<file path="config.mk">
export PLATFORM = sky130hd
export DESIGN_NAME = mulAccUnit
export DESIGN_NICKNAME = d
export VERILOG_FILES = /design/src/hw/g729Pkg.sv /design/src/hw/mulAccUnit.sv
export SDC_FILE = /design/constraint.sdc
export NUM_CORES = 2
export LEC_CHECK = 0
export BUFFER_PORTS_ARGS = -buffer_cell sky130_fd_sc_hd__buf_4
export CAP_MARGIN = 20
export CORE_MARGIN = 4
export CORE_UTILIZATION = 40
export DETAILED_ROUTE_END_ITERATION = 8
export MAX_ROUTING_LAYER = met4
export PLACE_DENSITY = 0.6
export SLEW_MARGIN = 20
export SYNTH_ARGS = -nofsm -noshare
export SYNTH_HDL_FRONTEND = slang
export SYNTH_SLANG_ARGS = --single-unit
</file>
<file path="constraint.sdc">
create_clock -name vclk -period 26.6
set_clock_uncertainty 0.2 [all_clocks]
set_input_delay 3.99 -clock vclk [all_inputs]
set_output_delay 3.99 -clock vclk [all_outputs]
set_load 0.1 [all_outputs]
</file>
<file path="src/hw/g729Pkg.sv">
`default_nettype none

package g729Pkg;

	////////////////////////////////////////
	// Operator word types
	////////////////////////////////////////

	// Q15 operator word
	typedef logic signed [15:0] word16;

	// Q31 long word
	typedef logic signed [31:0] word32;

	// Scratch memory address, 2048 entries
	typedef logic [10:0] memAddr;

	////////////////////////////////////////
	// Operand and result bundles
	////////////////////////////////////////

	// L_mac / L_msu operands, c is the accumulator
	typedef struct packed {
		word16 a;
		word16 b;
		word32 c;
	} macReq;

	typedef struct packed {
		word16 a;
		word16 b;
	} pairReq16;

	typedef struct packed {
		word32 a;
		word32 b;
	} pairReq32;

	// Value and signed shift count for L_shl / L_shr
	typedef struct packed {
		word32 var1;
		word16 numShift;
	} longShiftReq;

	typedef struct packed {
		logic overflow;
		word32 value;
	} longResult;

	// One write port and one read port
	typedef struct packed {
		memAddr waddr;
		word32 wdata;
		logic we;
		memAddr raddr;
	} memPort;

	// Saturation limits
	localparam word16 MaxWord16 = 16'sh7fff;
	localparam word16 MinWord16 = 16'sh8000;
	localparam word32 MaxWord32 = 32'sh7fff_ffff;
	localparam word32 MinWord32 = 32'sh8000_0000;

	localparam int MemDepth = 2048;

endpackage

`default_nettype wire

</file>
<file path="src/hw/mulAccUnit.sv">
`timescale 1ns/1ps
`default_nettype none

module mulAccUnit (
	input  wire g729Pkg::pairReq16 multReq,
	input  wire g729Pkg::macReq    macReqIn,
	input  wire g729Pkg::macReq    msuReqIn,
	output g729Pkg::longResult     lMultOut,
	output g729Pkg::longResult     macOut,
	output g729Pkg::longResult     msuOut,
	output g729Pkg::word16         multOut
);
	import g729Pkg::*;

	////////////////////////////////////////
	// Shared arithmetic
	////////////////////////////////////////

	// Doubling multiply, only -1 * -1 can overflow
	function automatic longResult multSat(input word16 a, input word16 b);
		word32 prod;
		prod = a * b;
		if (a == MinWord16 && b == MinWord16)
			multSat = '{overflow: 1'b1, value: MaxWord32};
		else
			multSat = '{overflow: 1'b0, value: prod <<< 1};
	endfunction

	// 32-bit sum or difference clamped to the long word range
	function automatic longResult addSat32(input word32 x, input word32 y,
			input logic subtract);
		logic signed [32:0] wide;
		if (subtract)
			wide = x - y;
		else
			wide = x + y;
		if (wide > MaxWord32)
			addSat32 = '{overflow: 1'b1, value: MaxWord32};
		else if (wide < MinWord32)
			addSat32 = '{overflow: 1'b1, value: MinWord32};
		else
			addSat32 = '{overflow: 1'b0, value: wide[31:0]};
	endfunction

	////////////////////////////////////////
	// Operators
	////////////////////////////////////////

	longResult lMult;
	longResult macProd;
	longResult macSum;
	longResult msuProd;
	longResult msuSum;

	assign lMult = multSat(multReq.a, multReq.b);

	// mult is the high half of L_mult, saturated case lands on MaxWord16
	assign multOut = lMult.value[31:16];
	assign lMultOut = lMult;

	// L_mac: c + L_mult(a,b)
	assign macProd = multSat(macReqIn.a, macReqIn.b);
	assign macSum = addSat32(macReqIn.c, macProd.value, 1'b0);

	// L_msu: c - L_mult(a,b)
	assign msuProd = multSat(msuReqIn.a, msuReqIn.b);
	assign msuSum = addSat32(msuReqIn.c, msuProd.value, 1'b1);

	// Overflow from either step is reported
	assign macOut = '{overflow: macProd.overflow | macSum.overflow, value: macSum.value};
	assign msuOut = '{overflow: msuProd.overflow | msuSum.overflow, value: msuSum.value};

endmodule

`default_nettype wire

</file>
==> results.sh <==
export IMPL_area_growth_synth_to_final_pct=8.11
export IMPL_final_max_slew_viol_count=0
export IMPL_grt_pass1_wl_mm=147
export IMPL_grt_pass1_vias=27800
export IMPL_ioPinCount=275
export IMPL_worst_slew_pin_transition_ps=937
export IMPL_critPathCaptureType="output port"
export IMPL_crit_arrival_ps=12820
export IMPL_cp_max_fo=32
export IMPL_critical_path_max_stage_delay_ps=670
export IMPL_dpl_instance_area_um2=36200
export IMPL_regArea_um2=0
export IMPL_setup_viol=0
export IMPL_clock_buffers=0
export IMPL_syn_inst=3922
export IMPL_crit_type="primary input to output port"
export IMPL_netlist_area_um2=33500
export IMPL_yosysWarnings=0
export IMPL_seq_cells=0
export IMPL_min_path_type="primary input to output port"
export IMPL_routed_via_density=5.13
export IMPL_hold_viol=0
export IMPL_place_gp_congestion=0.889
export IMPL_tns_ps=0
export IMPL_drtIter0Drc=1175
export IMPL_status="completed"
export IMPL_wire_per_inst_um=17.4
export IMPL_vias=26200
export IMPL_postCtsSetupBuffers=0
export IMPL_die_w_um=297
export IMPL_netlist_area_leader_share_pct=46.0
export IMPL_period_share_pct=63.9
export IMPL_start_kind="primary input"
export IMPL_drc_errors=0
export IMPL_postLayoutSetupSlackWorst_ps=9590
export IMPL_hold_start="multReq[0]"
export IMPL_cp_startpoint="msuReqIn[63]"
export IMPL_grt_usage_pct=20.9
export IMPL_start_util_pct=40.6
export IMPL_dieArea_um2=88400
export IMPL_hpwl_mm=74.0
export IMPL_dr_pass1_iters=5
export IMPL_fmax_mhz=58.8
export IMPL_maxSlewHeadroom_pct=37.6
export IMPL_whs_path_depth=4
export IMPL_drtAntennaViolNets=0
export IMPL_rsz0062_at_grt="false"
export IMPL_ctsResizeCount=0
export IMPL_worst_path_most_repeated_cell="fa_1"
export IMPL_io_buffer_count=275
export IMPL_nNetsFinal=5259
export IMPL_min_to="lMultOut[1]"
export IMPL_core_um2=82500
export IMPL_synth_top_cells_by_area="fa_1 46%, ha_1 11%, inv_1 9.8%"
export IMPL_maxCapViolations=0
export IMPL_syn_avg_cell_area_um2=8.54
export IMPL_fill_cells=8381
export IMPL_grt_max_degree=34
export IMPL_fin_util_pct=43.9
export IMPL_syn_num_nets=5156
export IMPL_fin_crit_ps=17010
export IMPL_place_ws_ps=9300
export IMPL_crit_required_ps=22410
export IMPL_finalInstanceArea_um2=36200
export IMPL_grt_overflow=0
export IMPL_drive_gt1_share_pct=7.61
export IMPL_crit_slowest_cell="fa_1"
export IMPL_synth_distinct_cells=75
export IMPL_ctsHoldBuffers=0
export IMPL_die_h_um=297
export IMPL_synthTopCellsByCount="873 x inv_1, 770 x fa_1, 496 x nand2_1, 352 x and2_1, 304 x ha_1"
export IMPL_antenna_found_initial=5
export IMPL_multi_input_area_um2=29500
export IMPL_routed_wl_mm=88.9
export IMPL_yosys_area_top_type="fa_1"
export IMPL_yosysSeqAreaShare_pct=0
export IMPL_synth_most_common_cell="inv_1"
export IMPL_num_rows=105
==> how the worst max path moves through the flow <==
stage	to	slack (ps)	depth (start not counted)
2_1_floorplan	msuOut[10]	8970	34
3_3_place_gp	msuOut[8]	9340	31
3_5_place_dp	msuOut[9]	9300	32
4_1_cts	msuOut[9]	9290	31
5_1_grt	msuOut[5]	8850	31
6_report	msuOut[9]	9590	31
==> cell families after synthesis <==
group	Yosys count	synth area share [%]
AND/OR/NAND/NOR	1181	17.5
adder cells (fa/ha/maj)	1078	57.5
buffers and inverters	1053	12.1
AO/OA/AOI/OAI	455	8.83
XOR/XNOR	152	3.98
multiplexers	3	0.0972
==> worst max-delay path: cells and delay by family <==
kind                     cells  cell delay (ps)
XOR/XNOR                     1              180
AO/OA/AOI/OAI                8             2930
AND/OR/NAND/NOR              7              910
buffers and inverters        7              900
adder cells (fa/ha/maj)      8             3910
==> cells in the final DEF (no fill, tap or decap), types with 5 or more instances in the layout <==
master	n
nor4_1	27
or2_2	9
fa_1	770
buf_4	279
a31oi_1	21
o211ai_1	10
a211o_1	8
or3_1	13
a211oi_1	20
nor3_1	23
a21o_1	60
xnor2_1	103
a21oi_1	133
nand4_1	18
a41oi_1	7
diode_2	5
or4_1	7
xor2_1	49
nor2b_1	10
nand3_1	27
nand2b_1	58
ha_1	304
o21a_1	22
a221o_1	5
a21boi_0	6
and2_1	352
o21bai_1	20
nor2_1	114
and3_1	12
inv_1	873
o31ai_1	9
nand2_1	496
o21ai_0	90
==> area by class of cell <==
cell class,count,share of cell area (%)
multi-input combinational,2869,81.4
antenna,5,0.0346
tap,1070,3.70
inverter,874,9.06
timing repair buffer,280,5.82
==> metal layers <==
layer	global-route usage [%]	routed length (um)	vias to the layer above
li1	-	-	12100
met1	27.7	38300	13400
met2	36.2	45400	628
met3	1.61	4140	70
met4	2.43	1080	0
met5	-	0	-
==> stage by stage <==
step	std cells	hold WS, ps
2_1_floorplan	3922	8350
3_3_place_gp	5092	8310
3_5_place_dp	5092	8310
4_1_cts	5092	8310
5_1_grt	5098	8360
6_report	5098	8310
Power is left out: the tool's default activity adds up to more than one toggle a clock period on the data nets, which glitch-free logic cannot reach.
