--- config.mk ---
export PLATFORM = sky130hd
export DESIGN_NAME = longShiftLeft
export DESIGN_NICKNAME = d
export VERILOG_FILES = /design/src/hw/g729Pkg.sv /design/src/hw/longShiftLeft.sv
export SDC_FILE = /design/constraint.sdc
export NUM_CORES = 1
export LEC_CHECK = 0
export BUFFER_PORTS_ARGS = -buffer_cell sky130_fd_sc_hd__buf_2
export CORE_MARGIN = 10
export CORE_UTILIZATION = 50
export CTS_BUF_LIST = sky130_fd_sc_hd__clkbuf_4 sky130_fd_sc_hd__clkbuf_8
export DETAILED_ROUTE_END_ITERATION = 12
export MAX_ROUTING_LAYER = met4
export PLACE_DENSITY = 0.8
export SETUP_SLACK_MARGIN = 0.1
export SLEW_MARGIN = 10
export SYNTH_ARGS = -nofsm -noshare
export SYNTH_HDL_FRONTEND = slang
export SYNTH_SLANG_ARGS = --single-unit
--- constraint.sdc ---
create_clock -name clk -period 3.92 [get_ports clk]
set_clock_uncertainty 0.1 [all_clocks]
set_input_delay 0.392 -clock clk [delete_from_list [all_inputs] [get_ports clk]]
set_output_delay 0.392 -clock clk [all_outputs]
set_load 0.02 [all_outputs]
--- src/hw/g729Pkg.sv ---
`default_nettype none

package g729Pkg;

	////////////////////////////////////////
	// Operator word types
	////////////////////////////////////////

	// Q15 operator word
	typedef logic signed [15:0] word16;

	// Q31 long word
	typedef logic signed [31:0] word32;

	// Scratch memory address, 2048 entries
	typedef logic [10:0] memAddr;

	////////////////////////////////////////
	// Operand and result bundles
	////////////////////////////////////////

	// L_mac / L_msu operands, c is the accumulator
	typedef struct packed {
		word16 a;
		word16 b;
		word32 c;
	} macReq;

	typedef struct packed {
		word16 a;
		word16 b;
	} pairReq16;

	typedef struct packed {
		word32 a;
		word32 b;
	} pairReq32;

	// Value and signed shift count for L_shl / L_shr
	typedef struct packed {
		word32 var1;
		word16 numShift;
	} longShiftReq;

	typedef struct packed {
		logic overflow;
		word32 value;
	} longResult;

	// One write port and one read port
	typedef struct packed {
		memAddr waddr;
		word32 wdata;
		logic we;
		memAddr raddr;
	} memPort;

	// Saturation limits
	localparam word16 MaxWord16 = 16'sh7fff;
	localparam word16 MinWord16 = 16'sh8000;
	localparam word32 MaxWord32 = 32'sh7fff_ffff;
	localparam word32 MinWord32 = 32'sh8000_0000;

	localparam int MemDepth = 2048;

endpackage

`default_nettype wire

--- src/hw/longShiftLeft.sv ---
`timescale 1ns/1ps
`default_nettype none

module longShiftLeft (
	input  wire                       clk,
	input  wire                       rst,
	input  wire                       shlReady,
	input  wire g729Pkg::longShiftReq shlReq,
	output logic                      shlDone,
	output g729Pkg::word32            shlOut
);
	import g729Pkg::*;

	typedef enum logic [1:0] {Idle, Shift, Finish} shlState;

	shlState state;
	word32 value;
	word16 count;
	logic signed [16:0] rightMag;
	logic busy;
	logic start;
	logic negShift;
	logic stopShift;
	logic willOverflow;

	assign busy = (state != Idle);
	assign start = shlReady && !busy;

	// Magnitude of a negative count, 17 bits so -32768 fits
	assign rightMag = -{count[15], count};
	assign negShift = count[15];
	assign stopShift = (count == 16'sd0) || (value == 32'sd0);
	// Top two bits differ, next doubling flips the sign
	assign willOverflow = (value[31] != value[30]);

	////////////////////////////////////////
	// Control
	////////////////////////////////////////

	always_ff @(posedge clk)
	begin
		if (rst)
			state <= Idle;
		else
		begin
			case (state)
				Idle:
					if (start)
						state <= Shift;
				Shift:
					if (negShift || stopShift || willOverflow)
						state <= Finish;
				default:
					state <= Idle;
			endcase
		end
	end

	////////////////////////////////////////
	// Datapath
	////////////////////////////////////////

	always_ff @(posedge clk)
	begin
		if (start)
		begin
			value <= shlReq.var1;
			count <= shlReq.numShift;
		end
		else if (state == Shift)
		begin
			if (negShift)
			begin
				if (rightMag >= 17'sd31)
					value <= {32{value[31]}};
				else
					value <= value >>> rightMag[4:0];
			end
			else if (!stopShift && willOverflow)
				value <= value[31] ? MinWord32 : MaxWord32;
			else if (!stopShift)
			begin
				value <= value <<< 1;
				count <= count - 16'sd1;
			end
		end
	end

	assign shlDone = (state == Finish);
	assign shlOut = value;

	// Done is a single pulse per operation
	assert property (@(posedge clk) disable iff (rst) shlDone |=> !shlDone);

	// Result register only moves once a start has been taken
	assert property (@(posedge clk) disable iff (rst)
		(state == Idle && !shlReady && !$isunknown(value)) |=> $stable(value));

endmodule

`default_nettype wire

==> summary.md <==
| Metric | Value |
|---|---|
| CP max FO | `10` |
| Antenna violations before repair | `0` |
| Pin count of the biggest net entering global routing | `53` |
| Setup TNS | `0 ns` |
| Number of global-route vias before repair | `4588` |
| Fin. Hold Viols | `0` |
| Final worst slack | `0.3371 ns` |
| Status | `complete, no violations` |
| Ports | `84` |
| Min-Delay Path Class | `input pin to flop` |
| Combinational power share | `65.7%` |
| Drt drc | `0` |
| Worst setup path class | `flop to flop` |
| Clock-pin slew of the registers on the worst-case setup and hold paths | `0.10 ns` |
| Core footprint | `9153 µm²` |
| GRT Util Overall | `24.91%` |
| Post-Syn Nets | `559` |
| Number of max-slew violations in the final report | `0` |
| Unrepaired setup endpoints after global routing | `no` |
| Routed wire length per instance | `23.89 µm` |
| Area occupied by registers | `1481 µm²` |
| Total Die Area | `13570 µm²` |
| Initial cell density of the core | `50.85%` |
| Multi-input gate area in the final layout | `2984 µm²` |
| Num rows | `35` |
| Global route overflow | `0` |
| CP required | `3.86 ns` |
| Total routed wirelength | `16.34 mm` |
| Maximum vdd ir drop | `336.0 µV` |
| CTS Hold Bufs | `0` |
| Maximum achievable frequency | `279.1 MHz` |
| Post-synthesis register bit count | `50` |
| Pre-CTS setup slack | `0.3253 ns` |
| Max-Cap Viols | `0` |
| Normalized max-slew margin | `31.35%` |
| Initial DRC count | `555` |
| Antenna diodes | `0` |
| Pwr/cell area | `786.7 nW/µm²` |
| FFs w/ async S/R, synth | `0%` |
| Clock sinks | `50` |
| Pint | `0.001992 W` |
| Top FF cell, synth | `edfxtp_1` |
| Sequential-to-total area share from yosys stat | `31.83%` |
| Synthesized area per cell | `9.217 µm²` |
| Share of post-route cells with drive strength above 1 | `29.84%` |
| CTS tree | `yes` |
| Sequential cell fraction of total power | `26.9%` |
| Clock share of power | `7.4%` |
| Total CTS buffers | `5` |
| PortBufs | `83` |
| Post-layout net count | `627` |
| Fill cells | `850` |
| Kind of end point of the critical path | `flop` |
| Crit path DAT | `3.52 ns` |
| Synth unique cells | `63` |
| YS warnings | `0` |
| Dpl hpwl | `12.22 mm` |
| Layout overhead on the synthesized area | `13.49%` |
| Tmin final | `3.583 ns` |
| H-Tree Depth | `2` |
| Crit path launch type | `flop` |
| Pre-Repair DR Iteration Count | `5` |
| Net Switching | `0.002164 W` |
| Post-CTS Setup Bufs | `0` |
| First-pass GRT wire length | `25.68 mm` |
| Commonest non-fill, non-tap cell in the layout | `buf_2` |
| Post-synth EDFFs | `48` |
| Chip height | `116.5 µm` |
| Final Setup Violations | `0` |
| Root buf cell | `clkbuf_8` |
| Sw Share | `52.07%` |
| Most frequent cells in the layout | `buf_2 (83), nand2_1 (51), edfxtp_1 (48)` |
| GP Congestion | `1.061` |
| Vias | `4683` |
| Via density | `6.846` |
| Fin crit share | `91.40%` |
| Clock Tree Buf Depth | `2` |
| Syn Inst Count | `505` |
| Post-synthesis instance area | `4654 µm²` |
| Clk_lat worst skew | `0.31 ns` |
| Worst slew pin tran | `1.030 ns` |
| Die width | `116.5 µm` |
| Pleak | `2.007 nW` |
| Antenna violation net count after detailed routing | `0` |
-- logic make-up (layout without fill, tap and decap cells) --
logic type                 Yosys count  count (layout)  synth area share [%]
xor gates and xnor gates            14              14                 2.634
DFF                                 50              50                 31.83
buffers and inverters               49             117                 4.624
adders and majority gates            3               3                0.8065
muxes                               58              58                 16.91
AOI/OAI and AO/OA                  170             170                 26.13
and+or+nand+nor                    161             161                 17.07
-- layer usage --
| metal | part of all wire [%] | vias to the layer above | global-route usage [%] |
|---|---|---|---|
| met2 | 45 | 300 | 36.84 |
| met5 | 0 | - | - |
| met4 | 2.0 | 0 | 7.089 |
| li1 | - | 2111 | - |
| met3 | 11 | 34 | 5.239 |
| met1 | 41 | 2238 | 33.67 |
-- Yosys cell counts (4+ instances only) --
| master | count | area (µm²) |
|---|---|---|
| or4_1 | 5 | 37.54 |
| o211ai_2 | 12 | 150.1 |
| mux4_2 | 15 | 337.8 |
| nor3_1 | 5 | 25.02 |
| o21ai_0 | 27 | 135.1 |
| o31ai_1 | 5 | 37.54 |
| clkbuf_1 | 35 | 131.4 |
| inv_1 | 4 | 15.01 |
| a211oi_1 | 7 | 52.55 |
| xor2_1 | 9 | 78.83 |
| nand2_1 | 51 | 191.4 |
| xnor2_1 | 5 | 43.79 |
| nand3_1 | 10 | 50.05 |
| nand4_1 | 4 | 25.02 |
| mux2_2 | 15 | 168.9 |
| a21oi_1 | 35 | 175.2 |
| buf_2 | 4 | 20.02 |
| nor2b_1 | 7 | 43.79 |
| o211ai_1 | 24 | 180.2 |
| a31oi_1 | 5 | 31.28 |
| edfxtp_1 | 48 | 1441 |
| nor2_1 | 47 | 176.4 |
| a22oi_1 | 29 | 217.7 |
| mux2i_1 | 28 | 280.3 |
| nor4_1 | 9 | 56.30 |
-- power groups by stage --
stage / Sequential (W) / Combinational [W] / Clock, W
after floorplan: 0.00113 / 0.00180 / 0
after global placement: 0.00110 / 0.00264 / 0
after detailed placement: 0.00111 / 0.00266 / 0
after CTS: 0.00110 / 0.00267 / 0.000313
after global routing: 0.00114 / 0.00294 / 0.000334
final: 0.00112 / 0.00273 / 0.000307
-- critical path, stage by stage (launching register included) --
cell and delay, ns:
edfxtp_1 0.53, nor4_1 0.74, nand2_1 0.30, nor4_1 0.35, o221ai_2 0.19, or4_4 0.58, a21oi_4 0.36, o211ai_1 0.16
-- what timing repair did --
item / in CTS / in global routing
gates resized for setup: 0 / 1
endpoints found under the setup margin: 0 / 6
hold endpoints to repair: 0 / 0
-- sequential cells by signal, summed over array words and instances (netlist names) --
name	cells
state	2
shlOut	32
count	16
-- metrics by stage --
stage               instances  util [%]  total power [W]  instance area (µm²)  hold slack [ns]
floorplan                 505         -         0.002925                 4658           0.3636
global placement          677     56.77         0.003737                 5196           0.3990
detailed placement        677     56.77         0.003771                 5196           0.4144
CTS                       684     57.64         0.004085                 5275           0.1473
global route              684     57.72         0.004413                 5283           0.1470
finish                    684     57.72         0.004156                 5283           0.1489
-- worst paths after layout --
check | slack [ns] | cells after the start | start | end
max | 0.34 | 7 | count[3] | shlOut[21]
min | 0.15 | 2 | rst | state[0]
max reg2reg | 0.34 | 7 | count[3] | shlOut[21]
min reg2reg | 0.43 | 1 | state[0] | state[1]
-- final cells by class --
cell class              count  share of cell area (%)
clock buffers               5                   1.303
repair buffers            105                   10.99
well taps                 111                   2.629
inverters                   5                  0.3553
multi-input cells         406                   56.49
flip-flops and latches     50                   28.04
clock inverters             2                  0.1895
Power figures use the tool's default switching activity.
