<file path="src/hw/g729Pkg.sv">
`default_nettype none

package g729Pkg;

	////////////////////////////////////////
	// Operator word types
	////////////////////////////////////////

	// Q15 operator word
	typedef logic signed [15:0] word16;

	// Q31 long word
	typedef logic signed [31:0] word32;

	// Scratch memory address, 2048 entries
	typedef logic [10:0] memAddr;

	////////////////////////////////////////
	// Operand and result bundles
	////////////////////////////////////////

	// L_mac / L_msu operands, c is the accumulator
	typedef struct packed {
		word16 a;
		word16 b;
		word32 c;
	} macReq;

	typedef struct packed {
		word16 a;
		word16 b;
	} pairReq16;

	typedef struct packed {
		word32 a;
		word32 b;
	} pairReq32;

	// Value and signed shift count for L_shl / L_shr
	typedef struct packed {
		word32 var1;
		word16 numShift;
	} longShiftReq;

	typedef struct packed {
		logic overflow;
		word32 value;
	} longResult;

	// One write port and one read port
	typedef struct packed {
		memAddr waddr;
		word32 wdata;
		logic we;
		memAddr raddr;
	} memPort;

	// Saturation limits
	localparam word16 MaxWord16 = 16'sh7fff;
	localparam word16 MinWord16 = 16'sh8000;
	localparam word32 MaxWord32 = 32'sh7fff_ffff;
	localparam word32 MinWord32 = 32'sh8000_0000;

	localparam int MemDepth = 2048;

endpackage

`default_nettype wire

</file>
<file path="src/hw/addShiftUnit.sv">
`timescale 1ns/1ps
`default_nettype none

module addShiftUnit (
	input  wire g729Pkg::pairReq16    addReq,
	input  wire g729Pkg::pairReq16    subReq,
	input  wire g729Pkg::pairReq16    shrReq,
	input  wire g729Pkg::pairReq32    lAddReq,
	input  wire g729Pkg::pairReq32    lSubReq,
	input  wire g729Pkg::longShiftReq lShrReq,
	output g729Pkg::word16            addOut,
	output g729Pkg::word16            subOut,
	output g729Pkg::word16            shrOut,
	output g729Pkg::word32            lAddOut,
	output g729Pkg::word32            lSubOut,
	output g729Pkg::word32            lShrOut
);
	import g729Pkg::*;

	////////////////////////////////////////
	// Clamps
	////////////////////////////////////////

	function automatic word16 clamp16(input logic signed [31:0] x);
		if (x > MaxWord16)
			clamp16 = MaxWord16;
		else if (x < MinWord16)
			clamp16 = MinWord16;
		else
			clamp16 = x[15:0];
	endfunction

	function automatic word32 clamp32(input logic signed [63:0] x);
		if (x > MaxWord32)
			clamp32 = MaxWord32;
		else if (x < MinWord32)
			clamp32 = MinWord32;
		else
			clamp32 = x[31:0];
	endfunction

	////////////////////////////////////////
	// Right shifts, negative count goes left
	////////////////////////////////////////

	function automatic word16 shr16(input word16 v, input word16 cnt);
		logic signed [16:0] mag;
		logic signed [31:0] wide;
		mag = cnt;
		mag = -mag;
		wide = v;
		if (!cnt[15] && cnt >= 16'sd15)
			shr16 = {16{v[15]}};
		else if (!cnt[15])
			shr16 = v >>> cnt;
		else if (mag >= 17'sd16)
			shr16 = (v == 0) ? 16'sd0 : (v[15] ? MinWord16 : MaxWord16);
		else
			shr16 = clamp16(wide <<< mag[3:0]);
	endfunction

	function automatic word32 shr32(input word32 v, input word16 cnt);
		logic signed [16:0] mag;
		logic signed [63:0] wide;
		mag = cnt;
		mag = -mag;
		wide = v;
		if (!cnt[15] && cnt >= 16'sd31)
			shr32 = {32{v[31]}};
		else if (!cnt[15])
			shr32 = v >>> cnt;
		// anything nonzero pushed 32 places is already out of range
		else if (mag >= 17'sd32)
			shr32 = (v == 0) ? 32'sd0 : (v[31] ? MinWord32 : MaxWord32);
		else
			shr32 = clamp32(wide <<< mag[4:0]);
	endfunction

	logic signed [31:0] addWide;
	logic signed [31:0] subWide;
	logic signed [63:0] lAddWide;
	logic signed [63:0] lSubWide;

	// Widen before the add so the carry is kept
	assign addWide = addReq.a + addReq.b;
	assign subWide = subReq.a - subReq.b;
	assign lAddWide = lAddReq.a + lAddReq.b;
	assign lSubWide = lSubReq.a - lSubReq.b;

	assign addOut = clamp16(addWide);
	assign subOut = clamp16(subWide);
	assign lAddOut = clamp32(lAddWide);
	assign lSubOut = clamp32(lSubWide);

	assign shrOut = shr16(shrReq.a, shrReq.b);
	assign lShrOut = shr32(lShrReq.var1, lShrReq.numShift);

endmodule

`default_nettype wire

</file>
<file path="config.mk">
export PLATFORM = sky130hd
export DESIGN_NAME = addShiftUnit
export DESIGN_NICKNAME = d
export VERILOG_FILES = /design/src/hw/g729Pkg.sv /design/src/hw/addShiftUnit.sv
export SDC_FILE = /design/constraint.sdc
export NUM_CORES = 1
export LEC_CHECK = 0
export ABC_AREA = 1
export ABC_CLOCK_PERIOD_IN_PS = 7400
export BUFFER_PORTS_ARGS = -buffer_cell sky130_fd_sc_hd__buf_2
export CORE_MARGIN = 3
export CORE_UTILIZATION = 40
export DETAILED_ROUTE_END_ITERATION = 8
export MAX_ROUTING_LAYER = met4
export PLACE_DENSITY_LB_ADDON = 0.15
export SYNTH_ARGS = -nofsm -noshare
export SYNTH_HDL_FRONTEND = slang
export SYNTH_SLANG_ARGS = --single-unit
</file>
<file path="constraint.sdc">
create_clock -name vclk -period 7.4
set_clock_uncertainty 0.1 [all_clocks]
set_input_delay 0 -clock vclk [all_inputs]
set_output_delay 0 -clock vclk [all_outputs]
set_load 0.03 [all_outputs]
</file>
==> metrics.csv, run 1 <==
metric;value;unit
min_to;shrOut[15];
min_path_type;in2out;
io_pins;416;
worstPathRequired;7300;ps
total_power;2.03;mW
core-area;0.0340;mm^2
drt_iter0_markers;1732;
arrival;4490;ps
post_cts_buffers;0;
ys_types;50;
clock_power_share;0;%
fp.dieH;193;um
wl_per_cell;17.7;um
power.density;127;mW/mm^2
final_cells;3576;
area_growth;14.8;%
final_nets;3493;
crit_path_max_incr_delay;530;ps
period_minus_slack;4590;ps
antenna_found_initial;13;
vias;19859;
hold_depth;2;
fin_tns_setup;0;ps
port_buffers;416;
p_sw_share;70.9;%
fmax;218;MHz
cap_violations;0;
ys_seq_area_share;0;%
final-seq-area;0;um^2
synth_area_leaders;nand2_1 28%, nand3_1 15%, ha_1 9.2%;
avgSynthCellArea;4.92;um^2
cpMostUsedCell;nand2_1;
end_kind;output pin;
p_comb_share;100.0;%
initial_core_util;41.0;%
cp_max_fo;34;
cp_slowest_cell;inv_2;
rsz0062_at_grt;false;
grt_pass1_vias;18558;
slew_violations;0;
fill_cells;3954;
synth_area;0.0139;mm^2
seqPwrFrac;0;%
cts_resized;0;
status;finished clean;
fin_ws;2810;ps
setup_viol;0;
hold_viol;0;
place_inst;3561;
synth_warnings;0;
yosysTopAreaCell;nand2_1;
die_x;193;um
grt_overflow;0;
hold_path.startpoint;shrReq[31];
drc;0;
path_class;in2out;
synth_nets;3205;
finalCritPeriodShare;62.0;%
leakagePower;9.21;nW
syn_inst;2827;
dieArea;0.0371;mm^2
worst_slew_pin_slew;1160;ps
clkbuf_count;0;
ir_worst_vdd;0.000145;V
ant_nets;0;
grt_use_total;33.2;%
switchingPower;1.44;mW
slew-limit-headroom;22.5;%
wl;63300;um
drive_above_1_share;15.2;%
timing.hold.ws;337;ps
cp_cell_sequence;buf_2 -> inv_1 -> buf_4 -> ha_1 -> buf_4 -> inv_2 -> nand3_1 -> nand3_1 -> nand3_1 -> nand2_1 -> nand2_1 -> nand2_1 -> nand2_1 -> nor2_1 -> nand2_1 -> nor2_1 -> nand2_1 -> nand2_1 -> nand2_1 -> nand2_1 -> nand2_1 -> nand2_1 -> o21ai_1 -> buf_2;
num_rows;67;
p_int;592;uW
vias_per_cell;5.55;
ctsHoldBuffers;0;
gp_congestion;1.08;
synth_top_area_share;28.2;%
pre_cts_ws;2930;ps
dr.pass1.iters;7;
cp-start-kind;primary input;
seq_cells;0;
place_hpwl;52100;um
grt_pass1_wl;97200;um
grt_max_degree;65;
layout by cell type, fill, tap and decap left out, types with 8 or more instances in the layout:
cell and count:
a21oi_1 142, o211ai_1 10, nand4_1 32, buf_4 10
o21ai_1 19, a21boi_0 13, xor2_1 71, or2_2 10
mux2i_1 11, xnor2_1 35, diode_2 15, nor3_1 32
buf_2 416, nand2_2 8, o21ai_0 163, inv_1 266
a31oi_1 22, nor4_1 16, nand3_1 430, o21bai_1 11
nor2_1 187, ha_1 102, inv_2 8, nand2_1 1045
layer usage:
metal	GRT usage, %	routed length [um]
met1	40.7	26100
met2	57.0	30300
met3	4.36	4870
met4	9.50	2020
met5	-	0
worst max path at each step:
stage          startpoint     endpoint  slack [ps]  cells after the start
5_1_grt        lShrReq[1]  lShrOut[29]        2390                     23
4_1_cts        lShrReq[1]  lShrOut[26]        2930                     23
3_5_place_dp   lShrReq[1]  lShrOut[26]        2930                     23
3_3_place_gp   lShrReq[1]  lShrOut[29]        2930                     24
2_1_floorplan  lShrReq[0]  lShrOut[16]        4110                     22
6_report       lShrReq[1]  lShrOut[29]        2810                     24
layout make-up:
cell class / instances / area [um^2] / share of cell area [%]
diodes: 15 / 37.5 / 0.235
multi-input cells: 2409 / 12200 / 76.1
repair buffers: 426 / 2160 / 13.5
inverters: 278 / 1060 / 6.61
well taps: 448 / 561 / 3.51
cells in the mapped netlist (11+ instances only):
master / n
inv_1: 266
nand2_1: 1045
a21boi_0: 13
buf_4: 11
buf_2: 53
mux2i_1: 11
nor3_1: 32
xnor2_1: 35
ha_1: 102
clkbuf_1: 50
nor4_1: 16
a31oi_1: 22
nand4_1: 32
nor2_1: 187
a21oi_1: 142
nand3_1: 430
o21ai_1: 19
o21bai_1: 11
o21ai_0: 163
buf_1: 18
xor2_1: 71
per-stage QoR:
stage               utilization, %  instance area [um^2]
global route                  47.0                 16000
floorplan                        -                 13900
global placement              47.0                 15900
CTS                           47.0                 15900
finish                        47.1                 16000
detailed placement            47.0                 15900
power by group through the flow:
stage               registers (mW)  clock network, mW  logic [mW]
CTS                              0                  0        2.01
floorplan                        0                  0        1.42
detailed placement               0                  0        2.00
global placement                 0                  0        2.00
finish                           0        0.000000176        2.03
global route                     0        0.000000117        2.21
worst max-delay path: cells and delay by family:
kind / cells / cell delay (ps)
fa+ha+maj: 1 / 300
simple gates: 16 / 2230
compound gates: 1 / 90
buf+inv: 6 / 1790
cells by family (layout without fill, tap and decap cells):
family	after synthesis	in the layout	synth area share [%]
multiplexers	11	11	0.791
buffers and inverters	418	704	12.6
AND/OR/NAND/NOR	1782	1782	54.3
other	0	15	0
AO/OA/AOI/OAI	403	403	15.8
XOR/XNOR	107	107	6.79
adder cells (fa/ha/maj)	106	106	9.74
(Power assumes the default switching activity.)
==> inputs of run 2 (changes only) <==
--- a/config.mk
+++ b/config.mk
@@ -6,7 +6,7 @@
 export NUM_CORES = 1
 export LEC_CHECK = 0
 export ABC_AREA = 1
-export ABC_CLOCK_PERIOD_IN_PS = 7400
+export ABC_CLOCK_PERIOD_IN_PS = 4000
 export BUFFER_PORTS_ARGS = -buffer_cell sky130_fd_sc_hd__buf_2
 export CORE_MARGIN = 3
 export CORE_UTILIZATION = 40
==> constraint.sdc (replaced) <==
create_clock -name vclk -period 4
set_clock_uncertainty 0.1 [all_clocks]
set_input_delay 0 -clock vclk [all_inputs]
set_output_delay 0 -clock vclk [all_outputs]
set_load 0.03 [all_outputs]
==> run 2 against run 1 <==
Sequential cell count stayed put. Global-route usage increased by 0.87 points. Count of clock-buffer cells in the layout unchanged. Largest power group unchanged. Critical path depth decreased by 2. Critical path type unchanged. Critical endpoint is now lShrOut[27]. Sequential share of layout area is the same. Routed wire length rose by 2.8%. Non-clock buffer count is 20 higher. Core utilization increased by 0.46 points. Final area is 0.97% higher. Highest routed layer unchanged.
==> metrics.csv, run 2 (synthesis gave the netlist of run 1 again) <==
metric;value;unit;change
hold_viol;0;;unchanged
slew-limit-headroom;28.7;%;was 22.5%
grt_overflow;0;;unchanged
end_kind;output pin;;unchanged
min_path_type;in2out;;unchanged
wl;65100;um;was 63300 um
fp.dieH;193;um;unchanged
port_buffers;416;;unchanged
fmax;274;MHz;
initial_core_util;41.0;%;unchanged
crit_path_max_incr_delay;510;ps;was 530 ps
grt_pass1_wl;99200;um;was 97200 um
layout_common_cells;1045 x nand2_1, 430 x nand3_1, 416 x buf_2, 266 x inv_1, 187 x nor2_1;;unchanged
vias_per_cell;5.59;;was 5.55
hold_depth;2;;unchanged
leakagePower;9.30;nW;was 9.21 nW
fin_util;47.5;%;was 47.1%
antenna_found_initial;15;;was 13
worst-path-buf-inv;4;;was 6
clkbuf_count;0;;unchanged
timing.hold.ws;347;ps;was 337 ps
final_common_cell;nand2_1;;unchanged
place_hpwl;54200;um;was 52100 um
arrival;3550;ps;was 4490 ps
drc;0;;unchanged
io_pins;416;;unchanged
post_cts_buffers;0;;unchanged
drive_above_1_share;15.7;%;was 15.2%
final-seq-area;0;um^2;unchanged
grt_use_total;34.1;%;was 33.2%
dieArea;0.0371;mm^2;unchanged
setup_viol;0;;unchanged
cts_resized;0;;unchanged
worst_slew_pin_slew;1060;ps;was 1160 ps
period_minus_slack;3650;ps;
slew_violations;0;;unchanged
dr.pass1.iters;6;;was 7
cp_slowest_cell;nand2_1;;was inv_2
total_power;3.81;mW;was 2.03 mW
gp_congestion;1.04;;was 1.08
ir_worst_vdd;0.000304;V;was 0.000145 V
fill_cells;3988;;was 3954
die_x;193;um;unchanged
grt_pass1_vias;18715;;was 18.6k
final_nets;3513;;was 3493
core-area;0.0340;mm^2;unchanged
num_rows;67;;unchanged
cp-start-kind;primary input;;unchanged
path_class;in2out;;unchanged
worstPathRequired;3900;ps;was 7300 ps
status;finished clean;;unchanged
area_growth;15.9;%;was 14.8%
power.density;236;mW/mm^2;was 127 mW/mm^2
grt_max_degree;65;;unchanged
hold_path.startpoint;shrReq[31];;unchanged
cpMostUsedCell;nand2_1;;unchanged
wl_per_cell;18.1;um;was 17.7 um
seq_cells;0;;unchanged
drt_iter0_markers;1567;;was 1732
finalCritPeriodShare;91.3;%;
cap_violations;0;;unchanged
min_to;shrOut[15];;unchanged
cp_cell_sequence;buf_2 -> inv_1 -> ha_1 -> inv_2 -> nand3_1 -> nand2_1 -> nand2_1 -> nand2_1 -> nand2_1 -> nand3_1 -> nand3_1 -> nor2_1 -> nand3_1 -> nor2_1 -> nand2_1 -> nand2_1 -> o21ai_1 -> nand2_1 -> nand2_1 -> nand2_1 -> nand2_1 -> buf_2;;was buf_2 -> inv_1 -> buf_4 -> ha_1 -> buf_4 -> inv_2 -> nand3_1 -> nand3_1 -> nand3_1 -> nand2_1 -> nand2_1 -> nand2_1 -> nand2_1 -> nor2_1 -> nand2_1 -> nor2_1 -> nand2_1 -> nand2_1 -> nand2_1 -> nand2_1 -> nand2_1 -> nand2_1 -> o21ai_1 -> buf_2
cp_max_fo;34;;unchanged
vias;20103;;was 19.9k
crit_family;simple AND/OR/NAND/NOR gates;;unchanged
ctsHoldBuffers;0;;unchanged
fin_tns_setup;0;ps;unchanged
ant_nets;0;;unchanged
rsz0062_at_grt;false;;unchanged
==> run 2: how the worst max path moves through the flow <==
stage                     startpoint           to  slack, ps  depth (start not counted)
after floorplan           lShrReq[0]  lShrOut[16]        710                         22
after global placement     shrReq[1]   shrOut[13]        390                         18
after detailed placement   shrReq[1]   shrOut[13]        340                         18
after CTS                  shrReq[1]   shrOut[13]        340                         18
after global routing       shrReq[1]    shrOut[9]         20                         17
final                     lShrReq[1]  lShrOut[27]        350                         22
==> run 2: where the power goes <==
group | total [mW] | internal [mW] | leakage (nW) | switching [mW]
logic | 3.81 | 1.11 | 9.30 | 2.69
clock network | 0.000000536 | 0.000000536 | 0.000101 | 0
registers | 0 | 0 | 0 | 0
total | 3.81 | 1.11 | 9.30 | 2.69
==> run 2: through the flow <==
stage	setup slack (ps)	cell area, um^2	std cells
finish	347	16100	3597
global placement	385	16100	3581
global route	22.5	16100	3596
CTS	343	16100	3581
detailed placement	344	16100	3581
floorplan	709	13900	2827
==> run 2: final cells by class <==
class / count / area (um^2) / share of cell area [%]
Antenna cell: 16 / 40.0 / 0.248
Inverter: 278 / 1060 / 6.55
Multi-Input combinational cell: 2409 / 12200 / 75.4
Tap cell: 448 / 561 / 3.47
Timing Repair Buffer: 446 / 2310 / 14.3
==> run 2: metal layers <==
layer	wire [um]	global-route usage (%)	share of wire [%]
met3	5040	3.80	7.7
met5	0	-	0
met1	26800	42.4	41
met2	30700	57.7	47
met4	2510	10.8	3.9
