`config.mk`:
```
export PLATFORM = sky130hd
export DESIGN_NAME = normalizer
export DESIGN_NICKNAME = d
export VERILOG_FILES = /design/src/hw/g729Pkg.sv /design/src/hw/normalizer.sv
export SDC_FILE = /design/constraint.sdc
export NUM_CORES = 1
export LEC_CHECK = 0
export ABC_AREA = 1
export BUFFER_PORTS_ARGS = -buffer_cell sky130_fd_sc_hd__buf_2
export CAP_MARGIN = 20
export CORE_MARGIN = 2
export CORE_UTILIZATION = 59
export CTS_CLUSTER_DIAMETER = 200
export DETAILED_ROUTE_END_ITERATION = 8
export PLACE_DENSITY = 0.82
export RECOVER_POWER = 50
export SETUP_SLACK_MARGIN = 0.15
export SYNTH_ARGS = -nofsm -noshare
export SYNTH_HDL_FRONTEND = slang
export SYNTH_SLANG_ARGS = --single-unit
export TNS_END_PERCENT = 10
```
`constraint.sdc`:
```
create_clock -name clk -period 2.85 [get_ports clk]
set_input_delay 0.285 -clock clk [delete_from_list [all_inputs] [get_ports clk]]
set_output_delay 0.285 -clock clk [all_outputs]
set_load 0.01 [all_outputs]
```
`src/hw/g729Pkg.sv`:
```
`default_nettype none

package g729Pkg;

	////////////////////////////////////////
	// Operator word types
	////////////////////////////////////////

	// Q15 operator word
	typedef logic signed [15:0] word16;

	// Q31 long word
	typedef logic signed [31:0] word32;

	// Scratch memory address, 2048 entries
	typedef logic [10:0] memAddr;

	////////////////////////////////////////
	// Operand and result bundles
	////////////////////////////////////////

	// L_mac / L_msu operands, c is the accumulator
	typedef struct packed {
		word16 a;
		word16 b;
		word32 c;
	} macReq;

	typedef struct packed {
		word16 a;
		word16 b;
	} pairReq16;

	typedef struct packed {
		word32 a;
		word32 b;
	} pairReq32;

	// Value and signed shift count for L_shl / L_shr
	typedef struct packed {
		word32 var1;
		word16 numShift;
	} longShiftReq;

	typedef struct packed {
		logic overflow;
		word32 value;
	} longResult;

	// One write port and one read port
	typedef struct packed {
		memAddr waddr;
		word32 wdata;
		logic we;
		memAddr raddr;
	} memPort;

	// Saturation limits
	localparam word16 MaxWord16 = 16'sh7fff;
	localparam word16 MinWord16 = 16'sh8000;
	localparam word32 MaxWord32 = 32'sh7fff_ffff;
	localparam word32 MinWord32 = 32'sh8000_0000;

	localparam int MemDepth = 2048;

endpackage

`default_nettype wire

```
`src/hw/normalizer.sv`:
```
`timescale 1ns/1ps
`default_nettype none

module normalizer (
	input  wire                 clk,
	input  wire                 rst,
	input  wire                 normReady,
	input  wire g729Pkg::word16 normIn,
	output logic                normDone,
	output g729Pkg::word16      normOut
);
	import g729Pkg::*;

	typedef enum logic [1:0] {Idle, Count, Finish} normState;

	normState state;
	word16 work;
	word16 shiftCount;
	logic busy;
	logic start;
	logic isZero;
	logic isMinusOne;
	logic topDiffers;
	logic endCount;

	assign busy = (state != Idle);
	assign start = normReady && !busy;

	assign isZero = (work == 16'sd0);
	assign isMinusOne = (work == -16'sd1);
	assign topDiffers = (work[15] != work[14]);
	assign endCount = isZero || isMinusOne || topDiffers;

	////////////////////////////////////////
	// Control
	////////////////////////////////////////

	always_ff @(posedge clk)
	begin
		if (rst)
			state <= Idle;
		else
		begin
			case (state)
				Idle:
					if (start)
						state <= Count;
				Count:
					if (endCount)
						state <= Finish;
				default:
					state <= Idle;
			endcase
		end
	end

	// One redundant sign bit removed per cycle
	always_ff @(posedge clk)
	begin
		if (start)
		begin
			work <= normIn;
			shiftCount <= 16'sd0;
		end
		else if (state == Count)
		begin
			// All ones is defined as 15
			if (isMinusOne)
				shiftCount <= 16'sd15;
			else if (!endCount)
			begin
				work <= work <<< 1;
				shiftCount <= shiftCount + 16'sd1;
			end
		end
	end

	assign normDone = (state == Finish);
	assign normOut = shiftCount;

	assert property (@(posedge clk) disable iff (rst)
		normDone |-> (normOut >= 16'sd0 && normOut <= 16'sd15));

endmodule

`default_nettype wire

```
==> run summary, run 1 <==
Min-Delay Endpoint - state[0]$_SDFFE_PP0P_
Vias in the first global route - 1603
Die W - 61.7 um
Final worst path period share - 79.1%
Final non-filler cell area - 0.00220 mm2
Critical path data required time - 2.82 ns
Clk_lat worst skew - 0.33 ns
Slew HR - 55.3%
Clock Sinks - 34
TritonCTS Buffers - 5
Async S/R FF share, synth - 0%
Fmax - 444 MHz
Clock share of power - 20.7%
Placement Cell Area - 0.00218 mm2
R2R Path Start - work[14]$_DFFE_PP_
Largest cells by area after synthesis - edfxtp_1 (24%), dfxtp_1 (18%), nand2_1 (18%), nor2_1 (8.6%), a21oi_2 (4.5%)
GP Congestion - 0.925
Layout cell share with drive strength beyond 1 - 17.2%
Mapped Avg Cell Area - 7.31 um2
MaxCap Viol Count - 0
Final setup viols - 0
Residual DRC count - 0
Antenna violations before repair - 0
All-Layer GR Usage - 24.3%
CTS root buf - clkbuf_4
HPWL Detailed - 3010 um
Worst R2R Path Depth - 9
Worst setup margin - 0.596 ns
Hold Crit Depth - 2
Delay of the slowest critical-path stage - 0.53 ns
Reg2reg end - work[7]$_DFFE_PP_
Filler Cells Inserted - 285
Largest net degree at the start of global routing - 17
Crit path DAT - 2.22 ns
Top Family by Delay on Critical Path - simple AND/OR/NAND/NOR gates
Pre-CTS WS - 0.610 ns
Reg2Reg Setup Slack - 0.60 ns
Pre-Repair DR Iteration Count - 4
DR vias - 1800
Startpoint Class - flop
First-pass GRT wire length - 6760 um
Chip Height - 61.7 um
Synthesized instance count - 269
EDFF count, synth - 16
TritonCTS clock tree - built
Max H-tree Level - 2
Sequential power share - 54.2%
Worst VDD drop - 0.000403 V
Syn_nets - 291
Post-synthesis register bit count - 34
Slew Limit Fails - 0
Clock buffer depth - 2
Number of DRC markers in iteration 0 - 158
Share of the synthesized area in the top cell type - 24.4%
Most used cell, CP - nand2_1
Hold Crit Class - input pin to flop
Ports - 36
CTS Hold Bufs - 0
Num rows - 20
Most common library cells after synthesis - nand2_1 (92), nor2_1 (45), dfxtp_1 (18), inv_1 (17), edfxtp_1 (16)
Initial cell density of the core - 63.4%
CTS resizes - 0
Clock transition at the registers of the reported paths - 0.10 ns
Fin. Hold Viols - 0
Library cells used by synthesis - 24
PwrDens - 558 mW/mm2
Grt ovf - 0
Setup TNS - 0 ns
Worst slew pin tran - 0.671 ns
# Post-CTS Setup Buffers - 0
Layout Skew - 0.00930 ns
Crit path time final - 2.25 ns
Final WL - 4150 um
Combinational cell fraction of total power - 25.1%
Net Switching - 0.000431 W
Critical path's slowest cell - nand2_1
Switching Fraction - 35.1%
Most frequent cell after synthesis - nand2_1
Area leader, netlist - edfxtp_1
Syn. warnings - 0
DR WL/cell - 11.8 um
Routed Antenna Nets - 0
Unrepaired setup endpoints after global routing - no
Worst Hold Launch - rst
Syn Std Cell Area - 0.00197 mm2
Final nets - 330
Outcome - finished clean
P_leak - 0.901 nW
CORE AREA - 0.00310 mm2
Hold_ws - 0.120 ns
Register area share after synthesis - 42.7%
Area Overhead vs Synth - 11.8%
CP bufs+invs - 2
Worst Setup End Kind - flop
Top FF cell, synth - dfxtp_1
CP Cell Sequence - ha_1, nand2_1, nor2_1, nand4_1, inv_1, nor2_1, buf_4, nand2_1, nand2_1
Worst-path fanout max - 16
IO Port Bufs - 35
Internal - 0.000796 W
Routed vias/inst - 5.10
Critical path type - flop to flop
Diode count - 0
Die Area - 0.00381 mm2
layer usage:
metal,GRT usage [%],vias to the layer above,part of all wire [%]
li1,-,932,-
met4,6.69,0,0.70
met5,0,-,0
met3,7.66,4,5.0
met1,34.5,815,49
met2,36.1,49,45
how the worst max path moves through the flow:
stage / startpoint / endpoint / slack [ns] / cells past startpoint
after floorplan: work[14]$_DFFE_PP_ / work[0]$_SDFFCE_PN0P_ / 1.01 / 8
after global placement: work[14]$_DFFE_PP_ / work[13]$_DFFE_PP_ / 0.68 / 9
after detailed placement: work[14]$_DFFE_PP_ / work[11]$_DFFE_PP_ / 0.61 / 9
after CTS: work[14]$_DFFE_PP_ / work[7]$_DFFE_PP_ / 0.59 / 9
after global routing: work[14]$_DFFE_PP_ / work[0]$_SDFFCE_PN0P_ / 0.41 / 9
final: work[14]$_DFFE_PP_ / work[7]$_DFFE_PP_ / 0.60 / 9
final cells by class:
class | count | area (um2) | area share (%)
Sequential cell | 34 | 841 | 38.2
Timing Repair Buffer | 39 | 176 | 8.02
Inverter | 18 | 67.6 | 3.07
Multi-Input combinational cell | 210 | 1010 | 45.9
Tap cell | 44 | 55.1 | 2.50
Clock inverter | 2 | 8.76 | 0.398
Clock buffer | 6 | 41.3 | 1.88
cells in the final DEF (no fill, tap or decap), drive strengths merged:
cell type  netlist  layout
nand2          107     107
nor2            47      47
clkbuf           3      25
buf              4      20
dfxtp           18      18
inv             17      17
edfxtp          16      16
nand3           14      14
a21oi           14      14
o21ai            5       5
nand4            5       5
xor2             5       5
nor3             4       4
xnor2            3       3
ha               3       3
clkinv           1       3
nand3b           2       2
o21bai           1       1
metrics by stage:
stage	std cells	total power (W)	utilization, %
floorplan	269	0.000900	-
global placement	345	0.000977	70.2
detailed placement	345	0.000989	70.2
CTS	353	0.00124	71.8
global route	353	0.00130	70.9
finish	353	0.00123	70.9
power by group through the flow:
stage	clock (W)	sequential (W)	combinational (W)
floorplan	0	0.000667	0.000232
global placement	0	0.000671	0.000306
detailed placement	0	0.000674	0.000315
CTS	0.000257	0.000664	0.000316
global route	0.000276	0.000677	0.000351
finish	0.000254	0.000665	0.000308
worst reg2reg max path, stage by stage (launching register included):
cell      delay (ns)
edfxtp_1        0.40
ha_1            0.23
nand2_1         0.06
nor2_1          0.04
nand4_1         0.15
inv_1           0.08
nor2_1          0.09
buf_4           0.18
nand2_1         0.14
nand2_1         0.53
sequential cells by signal, summed over array words and instances, names as in the netlist:
signal and count:
work 16, state 2, normOut 16
cell families after synthesis:
kind of cell / after synthesis / share of synthesized area [%]
XOR/XNOR: 8 / 3.56
AO/OA/AOI/OAI: 20 / 7.12
flip-flops: 34 / 42.7
AND/OR/NAND/NOR: 179 / 38.7
buffers and inverters: 25 / 5.92
adder cells (fa/ha/maj): 3 / 1.91
No activity file was read; power rests on OpenSTA's default activity.
==> run 2: changes to the inputs <==
--- a/config.mk
+++ b/config.mk
@@ -5,14 +5,14 @@
 export SDC_FILE = /design/constraint.sdc
 export NUM_CORES = 1
 export LEC_CHECK = 0
-export ABC_AREA = 1
+export ABC_AREA = 0
 export BUFFER_PORTS_ARGS = -buffer_cell sky130_fd_sc_hd__buf_2
 export CAP_MARGIN = 20
 export CORE_MARGIN = 2
-export CORE_UTILIZATION = 59
+export CORE_UTILIZATION = 53
 export CTS_CLUSTER_DIAMETER = 200
 export DETAILED_ROUTE_END_ITERATION = 8
-export PLACE_DENSITY = 0.82
+export PLACE_DENSITY = 0.76
 export RECOVER_POWER = 50
 export SETUP_SLACK_MARGIN = 0.15
 export SYNTH_ARGS = -nofsm -noshare
==> constraint.sdc (replaced) <==
create_clock -name clk -period 2.1 [get_ports clk]
set_input_delay 0.21 -clock clk [delete_from_list [all_inputs] [get_ports clk]]
set_output_delay 0.21 -clock clk [all_outputs]
set_load 0.01 [all_outputs]
==> run summary, run 2 <==
Slew Limit Fails - 0
Most frequent cells in the layout - nand2_1 (49), clkbuf_1 (18), buf_2 (18), dfxtp_1 (18), edfxtp_1 (16)
First-pass GRT wire length - 6380 um
Worst VDD drop - 0.000446 V
Routed vias/inst - 5.62
TritonCTS Buffers - 5
Worst-path fanout max - 6
Area leader, netlist - edfxtp_1
Clock Sinks - 34
Num rows - 20
Layout cell share with drive strength beyond 1 - 20.3%
Syn_nets - 207
Syn Std Cell Area - 0.00167 mm2
Top Family by Delay on Critical Path - simple AND/OR/NAND/NOR gates
Critical path data required time - 2.34 ns
Synthesized instance count - 185
CORE AREA - 0.00303 mm2
Chip Height - 60.1 um
Count of non-filler cells in the finished layout - 275
Vias in the first global route - 1390
Placement Cell Area - 0.00192 mm2
Diode count - 0
Post-Synth XOR/XNOR Area - 1.57%
GP Congestion - 0.837
Ports - 36
Slew HR - 62.6%
Mapped Avg Cell Area - 9.02 um2
Critical path type - flop to flop
Final nets - 252
Antenna violations before repair - 0
Unrepaired setup endpoints after global routing - yes
Startpoint Class - flop
Largest registers - normOut (16), work (16), state (2)
TritonCTS clock tree - built
Adder-cell share of the synthesized area - 2.25%
Syn. warnings - 0
Final worst path period share - 90.7%
Critical path's slowest cell - or4_4
Delay of the slowest critical-path stage - 0.49 ns
Number of DRC markers in iteration 0 - 100
Most common library cells after synthesis - nand2_1 (50), dfxtp_1 (18), edfxtp_1 (16), nor2_1 (12)
Final WL - 3980 um
Filler Cells Inserted - 251
Die Area - 0.00361 mm2
Grt ovf - 0
Final setup viols - 0
EDFF count, synth - 16
Routed Antenna Nets - 0
HPWL Detailed - 2810 um
Hold Crit Class - input pin to flop
Post-synthesis simple-gate area fraction - 31.0%
Register area share after synthesis - 50.4%
Worst Setup End Kind - flop
Largest family of logic cells by synthesized area - simple AND/OR/NAND/NOR gates
Final Power - 0.00171 W
Most frequent cell after synthesis - nand2_1
IO Port Bufs - 35
CTS root buf - clkbuf_4
Fin. Hold Viols - 0
Library cells used by synthesis - 37
Most common cell after layout, fill and taps aside - nand2_1
Clk_lat worst skew - 0.35 ns
Die W - 60.1 um
Fmax - 525 MHz
Clock buffer depth - 2
P_leak - 0.878 nW
Post-synthesis mux area share - 0.600%
MaxCap Viol Count - 0
Dpl cells - 264
Top FF cell, synth - dfxtp_1
CP bufs+invs - 0
Largest net degree at the start of global routing - 18
All-Layer GR Usage - 24.2%
Post-synthesis register bit count - 34
Async S/R FF share, synth - 0%
Final non-filler cell area - 0.00203 mm2
Post-synthesis compound-gate area fraction - 11.3%
Outcome - finished clean
Area Overhead vs Synth - 21.8%
Crit path time final - 1.90 ns
CP Cell Sequence - ha_1, nand4_1, or4_4, o2bb2ai_4, nor2_4, a211o_1
Layout Skew - 0.00763 ns
Largest cells by area after synthesis - edfxtp_1 (29%), dfxtp_1 (22%), nand2_1 (11%), nand4_1 (3.4%), nand3_1 (2.7%)
DR WL/cell - 14.5 um
PwrDens - 840 mW/mm2
Crit path DAT - 2.14 ns
DR vias - 1545
Share of the synthesized area in the top cell type - 28.8%
Initial cell density of the core - 55.1%
Pre-Repair DR Iteration Count - 4
Max H-tree Level - 2
Worst slew pin tran - 0.560 ns
Residual DRC count - 0
Setup TNS - 0 ns
Clock transition at the registers of the reported paths - 0.10 ns
run 2: final cells by class:
type                    instances  area [um2]  share of cell area [%]
repair buffers                 45         230                    11.3
flip-flops and latches         34         841                    41.4
inverters                       3        11.3                   0.554
clock buffers                   7        55.1                    2.71
multi-input cells             141         836                    41.1
well taps                      44        55.1                    2.71
clock inverters                 1        5.00                   0.246
run 2: metrics by stage:
| stage | util, % | hold slack, ns | worst slack (ns) |
|---|---|---|---|
| finish | 67.1 | 0.0332 | 0.195 |
| global route | 67.1 | 0.0351 | 0.106 |
| CTS | 66.8 | 0.0290 | 0.139 |
| detailed placement | 63.5 | 0.406 | 0.00191 |
| global placement | 63.5 | 0.397 | 0.106 |
| floorplan | - | 0.279 | 0.143 |
run 2: timing repair:
item | CTS | global route
setup endpoints to repair | 14 | 31
pin swaps | 1 | 1
hold buffers | 0 | 0
gates resized for setup | 5 | 5
buffers inserted | 2 | 1
run 2: cell families (layout without fill, tap and decap cells):
| kind of cell | count (synthesis) | count (layout) |
|---|---|---|
| fa+ha+maj | 3 | 3 |
| mux | 1 | 1 |
| flops | 34 | 34 |
| xor+xnor | 3 | 3 |
| compound gates | 25 | 25 |
| buf+inv | 10 | 56 |
| simple gates | 109 | 109 |
run 2: path summary, 6_finish.rpt:
path,from,to,slack [ns],cells after the start
max,work[15]$_DFFE_PP_,normOut[11]$_SDFFE_PP0P_,0.20,6
min,rst,state[0]$_SDFFE_PP0P_,0.03,2
max reg2reg,work[15]$_DFFE_PP_,normOut[11]$_SDFFE_PP0P_,0.20,6
min reg2reg,normOut[15]$_SDFFE_PP0P_,normOut[15]$_SDFFE_PP0P_,0.53,1
run 2: report_power, final:
part	internal, W	switching [W]
Sequential	0.000823	0.000110
Combinational	0.000155	0.000231
Clock	0.000162	0.000226
Total	0.00114	0.000567
run 2: layer usage:
layer  up-vias  global-route usage (%)  share of wire (%)
li1        762                       -                  -
met1       721                    31.6                 45
met2        50                    38.4                 47
met3        12                    6.28                5.0
met4         0                    9.21                2.1
met5         -                       0                  0
==> run 3: changes to the inputs <==
--- a/config.mk
+++ b/config.mk
@@ -8,13 +8,16 @@
 export ABC_AREA = 0
 export BUFFER_PORTS_ARGS = -buffer_cell sky130_fd_sc_hd__buf_2
 export CAP_MARGIN = 20
-export CORE_MARGIN = 2
-export CORE_UTILIZATION = 53
+export CELL_PAD_IN_SITES_DETAIL_PLACEMENT = 1
+export CELL_PAD_IN_SITES_GLOBAL_PLACEMENT = 2
+export CORE_MARGIN = 1
+export CORE_UTILIZATION = 32
 export CTS_CLUSTER_DIAMETER = 200
 export DETAILED_ROUTE_END_ITERATION = 8
 export PLACE_DENSITY = 0.76
 export RECOVER_POWER = 50
 export SETUP_SLACK_MARGIN = 0.15
+export SKIP_CTS_REPAIR_TIMING = 1
 export SYNTH_ARGS = -nofsm -noshare
 export SYNTH_HDL_FRONTEND = slang
 export SYNTH_SLANG_ARGS = --single-unit
==> run summary, run 3 (same netlist as run 2, synthesis figures left out) <==
Final nets - 256
Delay of the slowest critical-path stage - 0.40 ns
Chip Height - 74.2 um
P_leak - 0.901 nW
PwrDens - 863 mW/mm2
Num rows - 25
Hold Crit Class - input pin to flop
Clock transition at the registers of the reported paths - 0.07 ns
Worst setup path startpoint - work[14]$_DFFE_PP_
Slew HR - 54.4%
MaxCap Viol Count - 0
CORE AREA - 0.00488 mm2
Layout cell share with drive strength beyond 1 - 20.4%
Grt ovf - 0
Clock Sinks - 34
Worst-path fanout max - 9
HPWL Detailed - 3250 um
Max H-tree Level - 2
Critical path's slowest cell - edfxtp_1
Largest net degree at the start of global routing - 17
Clock buffer depth - 2
Vias in the first global route - 1511
Worst slew pin tran - 0.683 ns
Crit path DAT - 2.13 ns
Pre-CTS WS - -0.0326 ns
Filler Cells Inserted - 629
Die W - 74.2 um
Worst Setup End Kind - flop
Startpoint Class - flop
Pre-Repair DR Iteration Count - 4
Residual DRC count - 0
Layout Skew - 0.00743 ns
Diode count - 0
Die Area - 0.00551 mm2
Worst Hold Launch - rst
CP bufs+invs - 2
Most frequent cells in the layout - nand2_1 (49), buf_2 (19), clkbuf_1 (18), dfxtp_1 (18), edfxtp_1 (16)
CTS root buf - clkbuf_8
Number of DRC markers in iteration 0 - 68
Top Family by Delay on Critical Path - simple AND/OR/NAND/NOR gates
Slew Limit Fails - 0
R2R Path Start - work[14]$_DFFE_PP_
Critical path type - flop to flop
Worst VDD drop - 0.000356 V
Area Overhead vs Synth - 25.4%
Outcome - finished clean
DR WL/cell - 14.8 um
Ports - 36
Routed Antenna Nets - 0
Unrepaired setup endpoints after global routing - yes
Routed vias/inst - 5.14
DR vias - 1551
First-pass GRT wire length - 7200 um
Fmax - 513 MHz
Initial cell density of the core - 34.2%
Critical path data required time - 2.28 ns
All-Layer GR Usage - 17.6%
Crit path time final - 1.95 ns
TritonCTS Buffers - 5
IO Port Bufs - 35
Final WL - 4460 um
Fin. Hold Viols - 0
CP Cell Sequence - inv_1, ha_1, nor4b_1, nand4_1, buf_4, and3_4, and3_1, a211o_1
Largest registers - normOut (16), work (16), state (2)
TritonCTS clock tree - built
Worst setup margin - 0.150 ns
Most common cell after layout, fill and taps aside - nand2_1
Final setup viols - 0
Antenna violations before repair - 0
Clk_lat worst skew - 0.29 ns
Final worst path period share - 92.8%
Hold_ws - 0.0793 ns
GP Congestion - 0.730
[run 3: changes by cell type in the layout (fill, tap and decap cells not counted), sizes merged]
cell / delta
buf: +5
clkbuf: -2
clkinv: +1
[run 3: path summary, 6_finish.rpt]
kind | depth (start not counted) | slack (ns) | endpoint
hold / removal | 2 | 0.08 | state[0]$_SDFFE_PP0P_
setup reg to reg | 8 | 0.15 | normOut[12]$_SDFFE_PP0P_
setup / recovery | 8 | 0.15 | normOut[12]$_SDFFE_PP0P_
hold reg to reg | 1 | 0.52 | normOut[15]$_SDFFE_PP0P_
[run 3: cell type report]
| class | instances | area (um2) | share of cell area (%) |
|---|---|---|---|
| clock inverters | 2 | 8.76 | 0.418 |
| well taps | 67 | 83.8 | 4.00 |
| repair buffers | 49 | 264 | 12.6 |
| multi-input cells | 141 | 812 | 38.8 |
| flip-flops and latches | 34 | 841 | 40.2 |
| inverters | 3 | 11.3 | 0.538 |
| clock buffers | 6 | 72.6 | 3.47 |
[run 3: per-stage QoR]
stage / cell area, um2 / util (%) / TNS [ns] / instances / total power [W]
after floorplan: 1680 / - / 0 / 185 / 0.00116
after global placement: 1970 / 40.3 / 0 / 289 / 0.00131
after detailed placement: 1970 / 40.3 / -0.0771 / 289 / 0.00133
after CTS: 2050 / 42.0 / -0.126 / 297 / 0.00180
after global routing: 2090 / 42.9 / 0 / 302 / 0.00192
final: 2090 / 42.9 / 0 / 302 / 0.00181
[run 3: metal layers]
metal	vias up	GRT usage [%]	wire, um
li1	767	-	-
met1	752	20.6	1960
met2	25	30.9	2260
met3	7	4.61	180
met4	0	6.29	61
met5	-	0	0
[run 3: where the power goes]
part / switching (W) / internal, W
Combinational: 0.000235 / 0.000170
Sequential: 0.000104 / 0.000824
Clock: 0.000245 / 0.000228
